`src/source/dcache_cfg.svh`:
```
// fixed 2-way dcache geometry; changing a width here means re-deriving the address split by hand
`ifndef DCACHE_CFG_SVH
`define DCACHE_CFG_SVH

// address split for 32-bit byte addresses
// tag | index | block offset | byte offset
// 26  |   3   |      1       |      2

// tag bits kept per block
`define DCACHE_TAG_W 26

// set index bits
`define DCACHE_IDX_W 3

// sets per way, must equal 2**DCACHE_IDX_W
`define DCACHE_SETS 8

// where the flush sequence stores the hit count
`define DCACHE_HIT_CNT_ADDR 32'h3100

// hit counter value out of reset
`define DCACHE_CNT_RST 32'h0000_0000

// two words per block, one block offset bit
// byte writes are not supported, stores are full words

`endif

```
`src/source/dcache_pkg.sv`:
```
// shared dcache types; widths follow dcache_cfg.svh, state encoding is not meant to be stable
`include "dcache_cfg.svh"

package dcache_pkg;

  // datapath word and byte address
  typedef logic [31:0] word_t;
  typedef logic [31:0] addr_t;

  // block tag and set index
  typedef logic [`DCACHE_TAG_W-1:0] tag_t;
  typedef logic [`DCACHE_IDX_W-1:0] idx_t;

  // hits counted while idle, retries excluded
  typedef logic [31:0] hit_cnt_t;

  // controller FSM
  // wb* write back a dirty victim, ld* fill the block
  // flush_* walk every set and way after halt
  typedef enum logic [3:0] {
    idle,
    wb0,          // victim word 0 out
    wb1,          // victim word 1 out, dirty cleared
    ld0,          // fill word 0
    ld1,          // fill word 1, tag installed
    flush_scan,   // one block per cycle when clean
    flush_wb0,
    flush_wb1,
    cnt_wr,       // hit count to memory
    done          // flushed held until reset
  } ctrl_state_t;

endpackage

```
`src/source/dcache_way.sv`:
```
// one dcache way: 8 sets of tag/valid/dirty and two words, async read, one write port
`timescale 1ns/1ps
`include "dcache_cfg.svh"

module dcache_way (
  input  logic              CLK,
  input  logic              rst,
  input  dcache_pkg::idx_t  idx,
  input  logic              offset,
  input  dcache_pkg::tag_t  req_tag,
  input  logic              wen,
  input  logic              fill,
  input  logic              clean,
  input  dcache_pkg::word_t wdata,
  input  dcache_pkg::tag_t  new_tag,
  output logic              hit,
  output logic              valid,
  output logic              dirty,
  output dcache_pkg::tag_t  tag,
  output dcache_pkg::word_t rdata
);
  import dcache_pkg::*;

  tag_t                    tag_mem  [`DCACHE_SETS];
  word_t                   data_mem [`DCACHE_SETS][2];
  logic [`DCACHE_SETS-1:0] valid_q;
  logic [`DCACHE_SETS-1:0] dirty_q;

  // lookup for the selected set
  assign valid = valid_q[idx];
  assign dirty = dirty_q[idx];
  assign tag   = tag_mem[idx];
  assign rdata = data_mem[idx][offset];
  assign hit   = valid_q[idx] && (tag_mem[idx] == req_tag);

  // status bits
  always_ff @(posedge CLK) begin
    if (rst) begin
      valid_q <= '0;
      dirty_q <= '0;
    end else begin
      if (fill) begin
        valid_q[idx] <= 1'b1;
        dirty_q[idx] <= 1'b0;      // fresh block from memory
      end else if (wen) begin
        dirty_q[idx] <= 1'b1;      // store hit
      end else if (clean) begin
        dirty_q[idx] <= 1'b0;      // written back
      end
    end
  end

  // tag array
  always_ff @(posedge CLK) begin
    if (fill) begin
      tag_mem[idx] <= new_tag;
    end
  end

  // data array, one word per write
  always_ff @(posedge CLK) begin
    if (wen) begin
      data_mem[idx][offset] <= wdata;
    end
  end

  // controller never fills and cleans the same way at once
  a_fill_clean_excl : assert property (
    @(posedge CLK) disable iff (rst) !(fill && clean)
  ) else $error("dcache_way: fill and clean together");

endmodule

```
`src/source/dcache_ctrl.sv`:
```
// dcache controller: one request at a time, LRU per set, write-back then fill, flush on halt
`timescale 1ns/1ps
`include "dcache_cfg.svh"

module dcache_ctrl (
  input  logic                CLK,
  input  logic                rst,
  input  logic                dmem_ren,
  input  logic                dmem_wen,
  input  logic                halt,
  input  dcache_pkg::addr_t   dmem_addr,
  input  dcache_pkg::word_t   dmem_store,
  output dcache_pkg::word_t   dmem_load,
  output logic                dhit,
  output logic                flushed,
  output logic                dread,
  output logic                dwrite,
  output dcache_pkg::addr_t   daddr,
  output dcache_pkg::word_t   dstore,
  input  logic                dwait,
  input  dcache_pkg::word_t   dload,
  input  logic                hit0,
  input  logic                hit1,
  input  logic                valid0,
  input  logic                valid1,
  input  logic                dirty0,
  input  logic                dirty1,
  input  dcache_pkg::tag_t    tag0,
  input  dcache_pkg::tag_t    tag1,
  input  dcache_pkg::word_t   rdata0,
  input  dcache_pkg::word_t   rdata1,
  output dcache_pkg::idx_t    idx,
  output logic                offset,
  output logic                wen0,
  output logic                wen1,
  output logic                fill0,
  output logic                fill1,
  output logic                clean0,
  output logic                clean1,
  output dcache_pkg::word_t   wdata,
  output dcache_pkg::tag_t    new_tag
);
  import dcache_pkg::*;

  ctrl_state_t             state;
  ctrl_state_t             state_nxt;
  logic [`DCACHE_SETS-1:0] lru;            // 1 means way1 is least recent
  logic                    vict_way;
  logic                    vict_nxt;
  logic                    vict_dirty;
  logic [`DCACHE_IDX_W:0]  flush_ptr;      // {set, way}
  idx_t                    flush_idx;
  logic                    flush_last;
  logic                    flush_st;
  hit_cnt_t                hit_cnt;
  logic                    retry;          // next hit is the replay of a miss
  tag_t                    req_tag;
  idx_t                    req_idx;
  logic                    req_off;
  logic                    req;
  logic                    sel_way;
  tag_t                    sel_tag;
  word_t                   sel_data;
  logic                    sel_dirty;

  assign req_tag = dmem_addr[31 -: `DCACHE_TAG_W];
  assign req_idx = dmem_addr[3 +: `DCACHE_IDX_W];
  assign req_off = dmem_addr[2];
  assign req     = dmem_ren || dmem_wen;
  assign new_tag = req_tag;

  assign flush_idx  = flush_ptr[`DCACHE_IDX_W:1];
  assign flush_last = &flush_ptr;
  assign flush_st   = state inside {flush_scan, flush_wb0, flush_wb1};

  // invalid way first, else LRU
  assign vict_nxt   = !valid0 ? 1'b0 : (!valid1 ? 1'b1 : lru[req_idx]);
  assign vict_dirty = vict_nxt ? dirty1 : dirty0;

  // way being written back or filled
  assign sel_way   = flush_st ? flush_ptr[0] : vict_way;
  assign sel_tag   = sel_way ? tag1 : tag0;
  assign sel_data  = sel_way ? rdata1 : rdata0;
  assign sel_dirty = sel_way ? dirty1 : dirty0;

  // hit path, same cycle as the request
  assign dhit      = (state == idle) && !halt && req && (hit0 || hit1);
  assign dmem_load = hit1 ? rdata1 : rdata0;
  assign flushed   = (state == done);

  always_comb begin
    state_nxt = state;
    case (state)
      idle: begin
        if (halt) begin
          state_nxt = flush_scan;
        end else if (req && !(hit0 || hit1)) begin
          state_nxt = vict_dirty ? wb0 : ld0;
        end
      end
      wb0:        if (!dwait) state_nxt = wb1;
      wb1:        if (!dwait) state_nxt = ld0;
      ld0:        if (!dwait) state_nxt = ld1;
      ld1:        if (!dwait) state_nxt = idle;    // request retries and hits
      flush_scan: begin
        if (sel_dirty) begin
          state_nxt = flush_wb0;
        end else if (flush_last) begin
          state_nxt = cnt_wr;
        end
      end
      flush_wb0:  if (!dwait) state_nxt = flush_wb1;
      flush_wb1:  if (!dwait) state_nxt = flush_last ? cnt_wr : flush_scan;
      cnt_wr:     if (!dwait) state_nxt = done;
      done:       state_nxt = done;
      default:    state_nxt = idle;
    endcase
  end

  // memory side and way write strobes
  always_comb begin
    dread  = 1'b0;
    dwrite = 1'b0;
    daddr  = '0;
    dstore = sel_data;
    idx    = flush_st ? flush_idx : req_idx;
    offset = req_off;
    wdata  = dmem_store;
    wen0   = 1'b0;
    wen1   = 1'b0;
    fill0  = 1'b0;
    fill1  = 1'b0;
    clean0 = 1'b0;
    clean1 = 1'b0;
    case (state)
      idle: begin
        if (dhit && dmem_wen) begin
          wen0 = hit0;
          wen1 = hit1;
        end
      end
      wb0, flush_wb0: begin
        dwrite = 1'b1;
        offset = 1'b0;
        daddr  = {sel_tag, idx, 1'b0, 2'b00};
      end
      wb1, flush_wb1: begin
        dwrite = 1'b1;
        offset = 1'b1;
        daddr  = {sel_tag, idx, 1'b1, 2'b00};
        clean0 = !dwait && !sel_way;
        clean1 = !dwait && sel_way;
      end
      ld0, ld1: begin
        dread  = 1'b1;
        offset = (state == ld1);
        daddr  = {req_tag, req_idx, offset, 2'b00};
        wdata  = dload;
        wen0   = !dwait && !sel_way;
        wen1   = !dwait && sel_way;
        fill0  = (state == ld1) && !dwait && !sel_way;    // tag with last word
        fill1  = (state == ld1) && !dwait && sel_way;
      end
      cnt_wr: begin
        dwrite = 1'b1;
        daddr  = `DCACHE_HIT_CNT_ADDR;
        dstore = hit_cnt;
      end
      default: ;
    endcase
  end

  always_ff @(posedge CLK) begin
    if (rst) begin
      state     <= idle;
      lru       <= '0;
      vict_way  <= 1'b0;
      flush_ptr <= '0;
      hit_cnt   <= `DCACHE_CNT_RST;
      retry     <= 1'b0;
    end else begin
      state <= state_nxt;
      if (state == idle) begin
        vict_way <= vict_nxt;    // frozen for the rest of the miss
      end
      if (dhit) begin
        lru[req_idx] <= hit0;    // other way becomes LRU
        retry        <= 1'b0;
        if (!retry) begin
          hit_cnt <= hit_cnt + 1'b1;
        end
      end
      if ((state == ld1) && !dwait) begin
        retry <= 1'b1;
      end
      // next block once this one is clean or written back
      if (((state == flush_scan) && !sel_dirty) || ((state == flush_wb1) && !dwait)) begin
        if (!flush_last) begin
          flush_ptr <= flush_ptr + 1'b1;
        end
      end
    end
  end

  // a block lives in at most one way of its set
  a_single_hit : assert property (
    @(posedge CLK) disable iff (rst) !(hit0 && hit1)
  ) else $error("dcache_ctrl: both ways hit");

  // write data comes from the way array and must not drift
  a_dstore_hold : assert property (
    @(posedge CLK) disable iff (rst) (dwait && dwrite) |=> $stable(dstore)
  ) else $error("dcache_ctrl: dstore moved while dwait high");

  // memory sees a steady address for the whole transfer
  a_daddr_hold : assert property (
    @(posedge CLK) disable iff (rst) (dwait && (dread || dwrite)) |=> $stable(daddr)
  ) else $error("dcache_ctrl: daddr moved while dwait high");

endmodule

```
`src/source/dcache.sv`:
```
// dcache top: two ways plus controller, word-aligned requests only, one outstanding at a time
`timescale 1ns/1ps
`include "dcache_cfg.svh"

module dcache (
  input  logic              CLK,
  input  logic              rst,
  input  logic              halt,
  input  logic              dmem_ren,
  input  logic              dmem_wen,
  input  dcache_pkg::addr_t dmem_addr,
  input  dcache_pkg::word_t dmem_store,
  output logic              dhit,
  output logic              flushed,
  output dcache_pkg::word_t dmem_load,
  output logic              dread,
  output logic              dwrite,
  output dcache_pkg::addr_t daddr,
  output dcache_pkg::word_t dstore,
  input  logic              dwait,
  input  dcache_pkg::word_t dload
);
  import dcache_pkg::*;

  tag_t  req_tag;              // compared in both ways
  idx_t  idx;
  logic  offset;
  word_t wdata;
  tag_t  new_tag;
  logic  hit0, hit1;
  logic  valid0, valid1;
  logic  dirty0, dirty1;
  tag_t  tag0, tag1;
  word_t rdata0, rdata1;
  logic  wen0, wen1;
  logic  fill0, fill1;
  logic  clean0, clean1;

  // upper bits of the byte address, index and offset are taken in the controller
  assign req_tag = dmem_addr[31 -: `DCACHE_TAG_W];

  dcache_way way0_i (
    .CLK(CLK), .rst(rst),
    .idx(idx), .offset(offset), .req_tag(req_tag),
    .wen(wen0), .fill(fill0), .clean(clean0),
    .wdata(wdata), .new_tag(new_tag),
    .hit(hit0), .valid(valid0), .dirty(dirty0),
    .tag(tag0), .rdata(rdata0)
  );

  dcache_way way1_i (
    .CLK(CLK), .rst(rst),
    .idx(idx), .offset(offset), .req_tag(req_tag),
    .wen(wen1), .fill(fill1), .clean(clean1),
    .wdata(wdata), .new_tag(new_tag),
    .hit(hit1), .valid(valid1), .dirty(dirty1),
    .tag(tag1), .rdata(rdata1)
  );

  dcache_ctrl ctrl_i (
    .CLK(CLK), .rst(rst),
    .dmem_ren(dmem_ren), .dmem_wen(dmem_wen), .halt(halt),
    .dmem_addr(dmem_addr), .dmem_store(dmem_store),
    .dmem_load(dmem_load), .dhit(dhit), .flushed(flushed),
    .dread(dread), .dwrite(dwrite), .daddr(daddr), .dstore(dstore),
    .dwait(dwait), .dload(dload),
    .hit0(hit0), .hit1(hit1),
    .valid0(valid0), .valid1(valid1),
    .dirty0(dirty0), .dirty1(dirty1),
    .tag0(tag0), .tag1(tag1),
    .rdata0(rdata0), .rdata1(rdata1),
    .idx(idx), .offset(offset),
    .wen0(wen0), .wen1(wen1),
    .fill0(fill0), .fill1(fill1),
    .clean0(clean0), .clean1(clean1),
    .wdata(wdata), .new_tag(new_tag)
  );

endmodule

```
`config.mk`:
```
export PLATFORM = sky130hd
export DESIGN_NAME = dcache
export DESIGN_NICKNAME = d
export VERILOG_FILES = /design/src/source/dcache_pkg.sv /design/src/source/dcache_way.sv /design/src/source/dcache_ctrl.sv /design/src/source/dcache.sv
export VERILOG_INCLUDE_DIRS = /design/src /design/src/source
export SDC_FILE = /design/constraint.sdc
export NUM_CORES = 2
export LEC_CHECK = 0
export ABC_AREA = 1
export BUFFER_PORTS_ARGS = -buffer_cell sky130_fd_sc_hd__buf_4
export CAP_MARGIN = 40
export CELL_PAD_IN_SITES_DETAIL_PLACEMENT = 0
export CELL_PAD_IN_SITES_GLOBAL_PLACEMENT = 1
export CORE_MARGIN = 2
export CORE_UTILIZATION = 51
export DETAILED_ROUTE_END_ITERATION = 16
export GPL_TIMING_DRIVEN = 0
export HOLD_SLACK_MARGIN = 0.1
export PLACE_DENSITY_LB_ADDON = 0.05
export SYNTH_ARGS = -nofsm -noshare
export SYNTH_HDL_FRONTEND = slang
export SYNTH_SLANG_ARGS = --single-unit
```
`constraint.sdc`:
```
create_clock -name CLK -period 5.3 [get_ports CLK]
set_clock_uncertainty 0.1 [all_clocks]
set_input_delay 0.265 -clock CLK [delete_from_list [all_inputs] [get_ports CLK]]
set_output_delay 0.265 -clock CLK [all_outputs]
set_load 0.05 [all_outputs]
```
==> reports/qor.csv <==
metric,value,unit
run_status,finished with violations,
violations,negative setup slack,
fin_worst_hold_slack,136,ps
io_buffer_count,196,
syn_area_per_cell,11.7,µm²
routed_wirelength,245000,µm
cts.root.buffer_cell,clkbuf_16,
async_reset_ff_frac,0,
power.density_cell_area,509,nW/µm²
timing_max_transition_violations_final,0,
drt_first_pass_iters,6,
grt_antenna_before_repair,8,
synth_seq_area_share,0.712,
cp_cell_sequence,inv_2 > nand2_4 > nand2_4 > nand2_1 > nand2_2 > inv_2 > buf_6 > buf_6 > buf_6 > nand3_2 > buf_8 > clkinv_2 > buf_6 > buf_12 > a22oi_1 > nand4_1 > nor2_2 > a41oi_2 > o21ai_4 > nand2_4 > buf_4,
cp_slowest_stage_delay,460,ps
maximum_number_of_pins_on_one_net_before_global_route_repair,33,
yosys.area.top_type,edfxtp_1,
dominantRegCellSynth,edfxtp_1,
avgRoutedWirePerCell,31.2,µm
routed-via-count,47400,
all_layer_gr_usage,0.384,
total_power,39600,µW
critical-path-top-cell-by-count,buf_6,
cts_tree,built,
level_count_of_the_clock_h_tree,4,
achievable-frequency,186,MHz
worst_setup_path_start_kind,flip-flop,
dieArea,126000,µm²
setup_repair_after_global_routing_missed_its_margin,true,
power.leakage,0.0293,µW
crit_path_end_kind,primary output,
grt_overflow,0,
drv_cap,0,
tritoncts.num_buffers,159,
syn_warnings,0,
max_slew.worst_pin.slew,1040,ps
initial_core_util,0.516,
synth-edff-count,1440,
area_growth,23.4,%
grt_pass1_wl,336000,µm
max_slew_margin,0.306,
route.antenna.remaining_nets,0,
finalSetupViolations,3,
synth.area.top_cells,"edfxtp_1, nand2_1, inv_1, dfxtp_1, a22oi_1",
gp_congestion,1.02,
yosys_register_bits,1522,
synth_top_cell_area_share,0.686,
clock_insertion_delay_worst_skew,810,ps
die_height,356,µm
finish.net_count,6193,
timing.critical_path.slowest_stage_cell,nand4_1,
cts_sinks,1522,
final.setup.worst_slack,-63.0,ps
hpwl,170000,µm
final.min_clock_period,5360,ps
num_rows,128,
core-area,122000,µm²
irDropWorstVdd,0.000746,V
viasPerCell,6.04,
iteration_0_drc_count_of_the_detailed_router,7063,
io-pin-count,202,
worst-endpoint-arrival,5000,ps
number_of_global_route_vias_before_repair,44700,
timing_worst_setup_path_type,flip-flop to primary output,
clock_pin_transition_on_the_worst_setup_and_hold_timing_paths,60,ps
finalHoldViolations,0,
commonest_non_fill_non_tap_cell_in_the_layout,nand2_1,
synth.lib_cells_used.distinct,49,
post_route_cells_drive_above_1_share,0.159,
cts.path.max_buffers,3,
required,4930,ps
post_synth_inst_count,5407,
syn-cell-area,63000,µm²
timing.final.crit_share,1.01,
cp_max_fo,10,
dieWidth,356,µm
final_cell_mix,"nand2_1, edfxtp_1, inv_1",
detail_route.drc_violations,0,
min_path_type,input port to flip-flop,
place_ws,-1100,ps
[cell families (layout without fill, tap and decap cells)]
group,count (synthesis),count (layout),synth area share
other cells,1,5,0.0000595
flops,1522,1522,0.712
xor+xnor,23,23,0.00320
mux,3,3,0.000476
simple gates,2360,2360,0.154
fa+ha+maj,2,2,0.000397
compound gates,765,765,0.0824
buf+inv,731,1535,0.0476
[layout make-up]
type / count / area (µm²)
Antenna cell: 3 / 7.51
Multi-Input combinational cell: 3155 / 16100
Clock buffer: 199 / 4260
Buffer: 270 / 1660
Timing Repair Buffer: 522 / 6340
Clock inverter: 85 / 762
Fill cell: 9469 / 44400
Tap cell: 1625 / 2030
Sequential cell: 1522 / 44900
Inverter: 459 / 1770
[layer usage]
layer	GRT usage	vias up	routed length (µm)
li1	-	20500	-
met3	0.101	791	28200
met4	0.241	14	18300
met5	0	-	119
met1	0.487	23000	88500
met2	0.591	3161	110000
[report_power, final]
part	internal [µW]	switching (µW)
registers	14100	52.1
clock network	6190	4740
logic	3820	10700
total	24100	15500
[state kept, by name, summed over array words and instances (netlist names), named ones only]
| register | flops |
|---|---|
| ctrl_i.flush_ptr | 4 |
| ctrl_i.hit_cnt | 32 |
| ctrl_i.lru | 8 |
| ctrl_i.retry | 1 |
| ctrl_i.state | 4 |
| ctrl_i.vict_way | 1 |
| way0_i.data_mem | 512 |
| way0_i.tag_mem | 208 |
| way0_i.valid_q | 8 |
| way1_i.data_mem | 512 |
| way1_i.tag_mem | 208 |
| way1_i.valid_q | 8 |
[worst max-delay path: cells and delay by family, from the launching register on]
family                 cells  cell delay, ps
AND/OR/NAND/NOR            8            1660
buffers and inverters     10            1530
AO/OA/AOI/OAI              3             600
flip-flops                 1             350
[repair_timing]
| item | CTS | global route |
|---|---|---|
| endpoints found under the setup margin | 1089 | 420 |
| buffers inserted | 59 | 4 |
| pin swaps | 45 | 13 |
| hold buffers | 93 | 2 |
| hold endpoints to repair | 1089 | 32 |
| gates resized for setup | 250 | 116 |
[synth_stat cells, types with 7 or more instances]
| library cell | n |
|---|---|
| a21oi_1 | 133 |
| clkbuf_1 | 137 |
| buf_6 | 14 |
| inv_1 | 442 |
| buf_2 | 83 |
| buf_4 | 13 |
| nand3_1 | 182 |
| xor2_1 | 23 |
| inv_2 | 13 |
| edfxtp_1 | 1440 |
| nand3b_1 | 29 |
| a221oi_1 | 92 |
| a211oi_1 | 13 |
| a22o_1 | 75 |
| o21ai_0 | 158 |
| nand2_1 | 1701 |
| a22oi_1 | 199 |
| o211ai_1 | 15 |
| o22ai_1 | 27 |
| nand4_1 | 129 |
| nor2_1 | 261 |
| nor3_1 | 21 |
| a41oi_1 | 22 |
| buf_1 | 25 |
| dfxtp_1 | 82 |
| o21ai_1 | 14 |
| nor4_1 | 7 |
[stage by stage]
stage               instance area, µm²  std cells  TNS [ps]  utilization
global route                     77800       7837      -444        0.637
detailed placement               70000       7396   -852260        0.573
CTS                              77400       7830         0        0.633
floorplan                        63000       5408         0            -
finish                           77800       7840      -116        0.637
global placement                 66600       7229  -3863550        0.545
[path summary, 6_finish.rpt]
path / start / to / slack, ps / cells after the start
max: ctrl_i.state[1]$_SDFFE_PP0P_ / dstore[23] / -60 / 21
min: dmem_store[19] / way0_i.data_mem[2][51]$_DFFE_PP_ / 140 / 3
max reg2reg: ctrl_i.state[1]$_SDFFE_PP0P_ / ctrl_i.lru[1]$_SDFFE_PP0P_ / 160 / 26
min reg2reg: ctrl_i.lru[6]$_SDFFE_PP0P_ / ctrl_i.lru[6]$_SDFFE_PP0P_ / 360 / 2
Note: power is estimated with default switching activity, not from simulation.
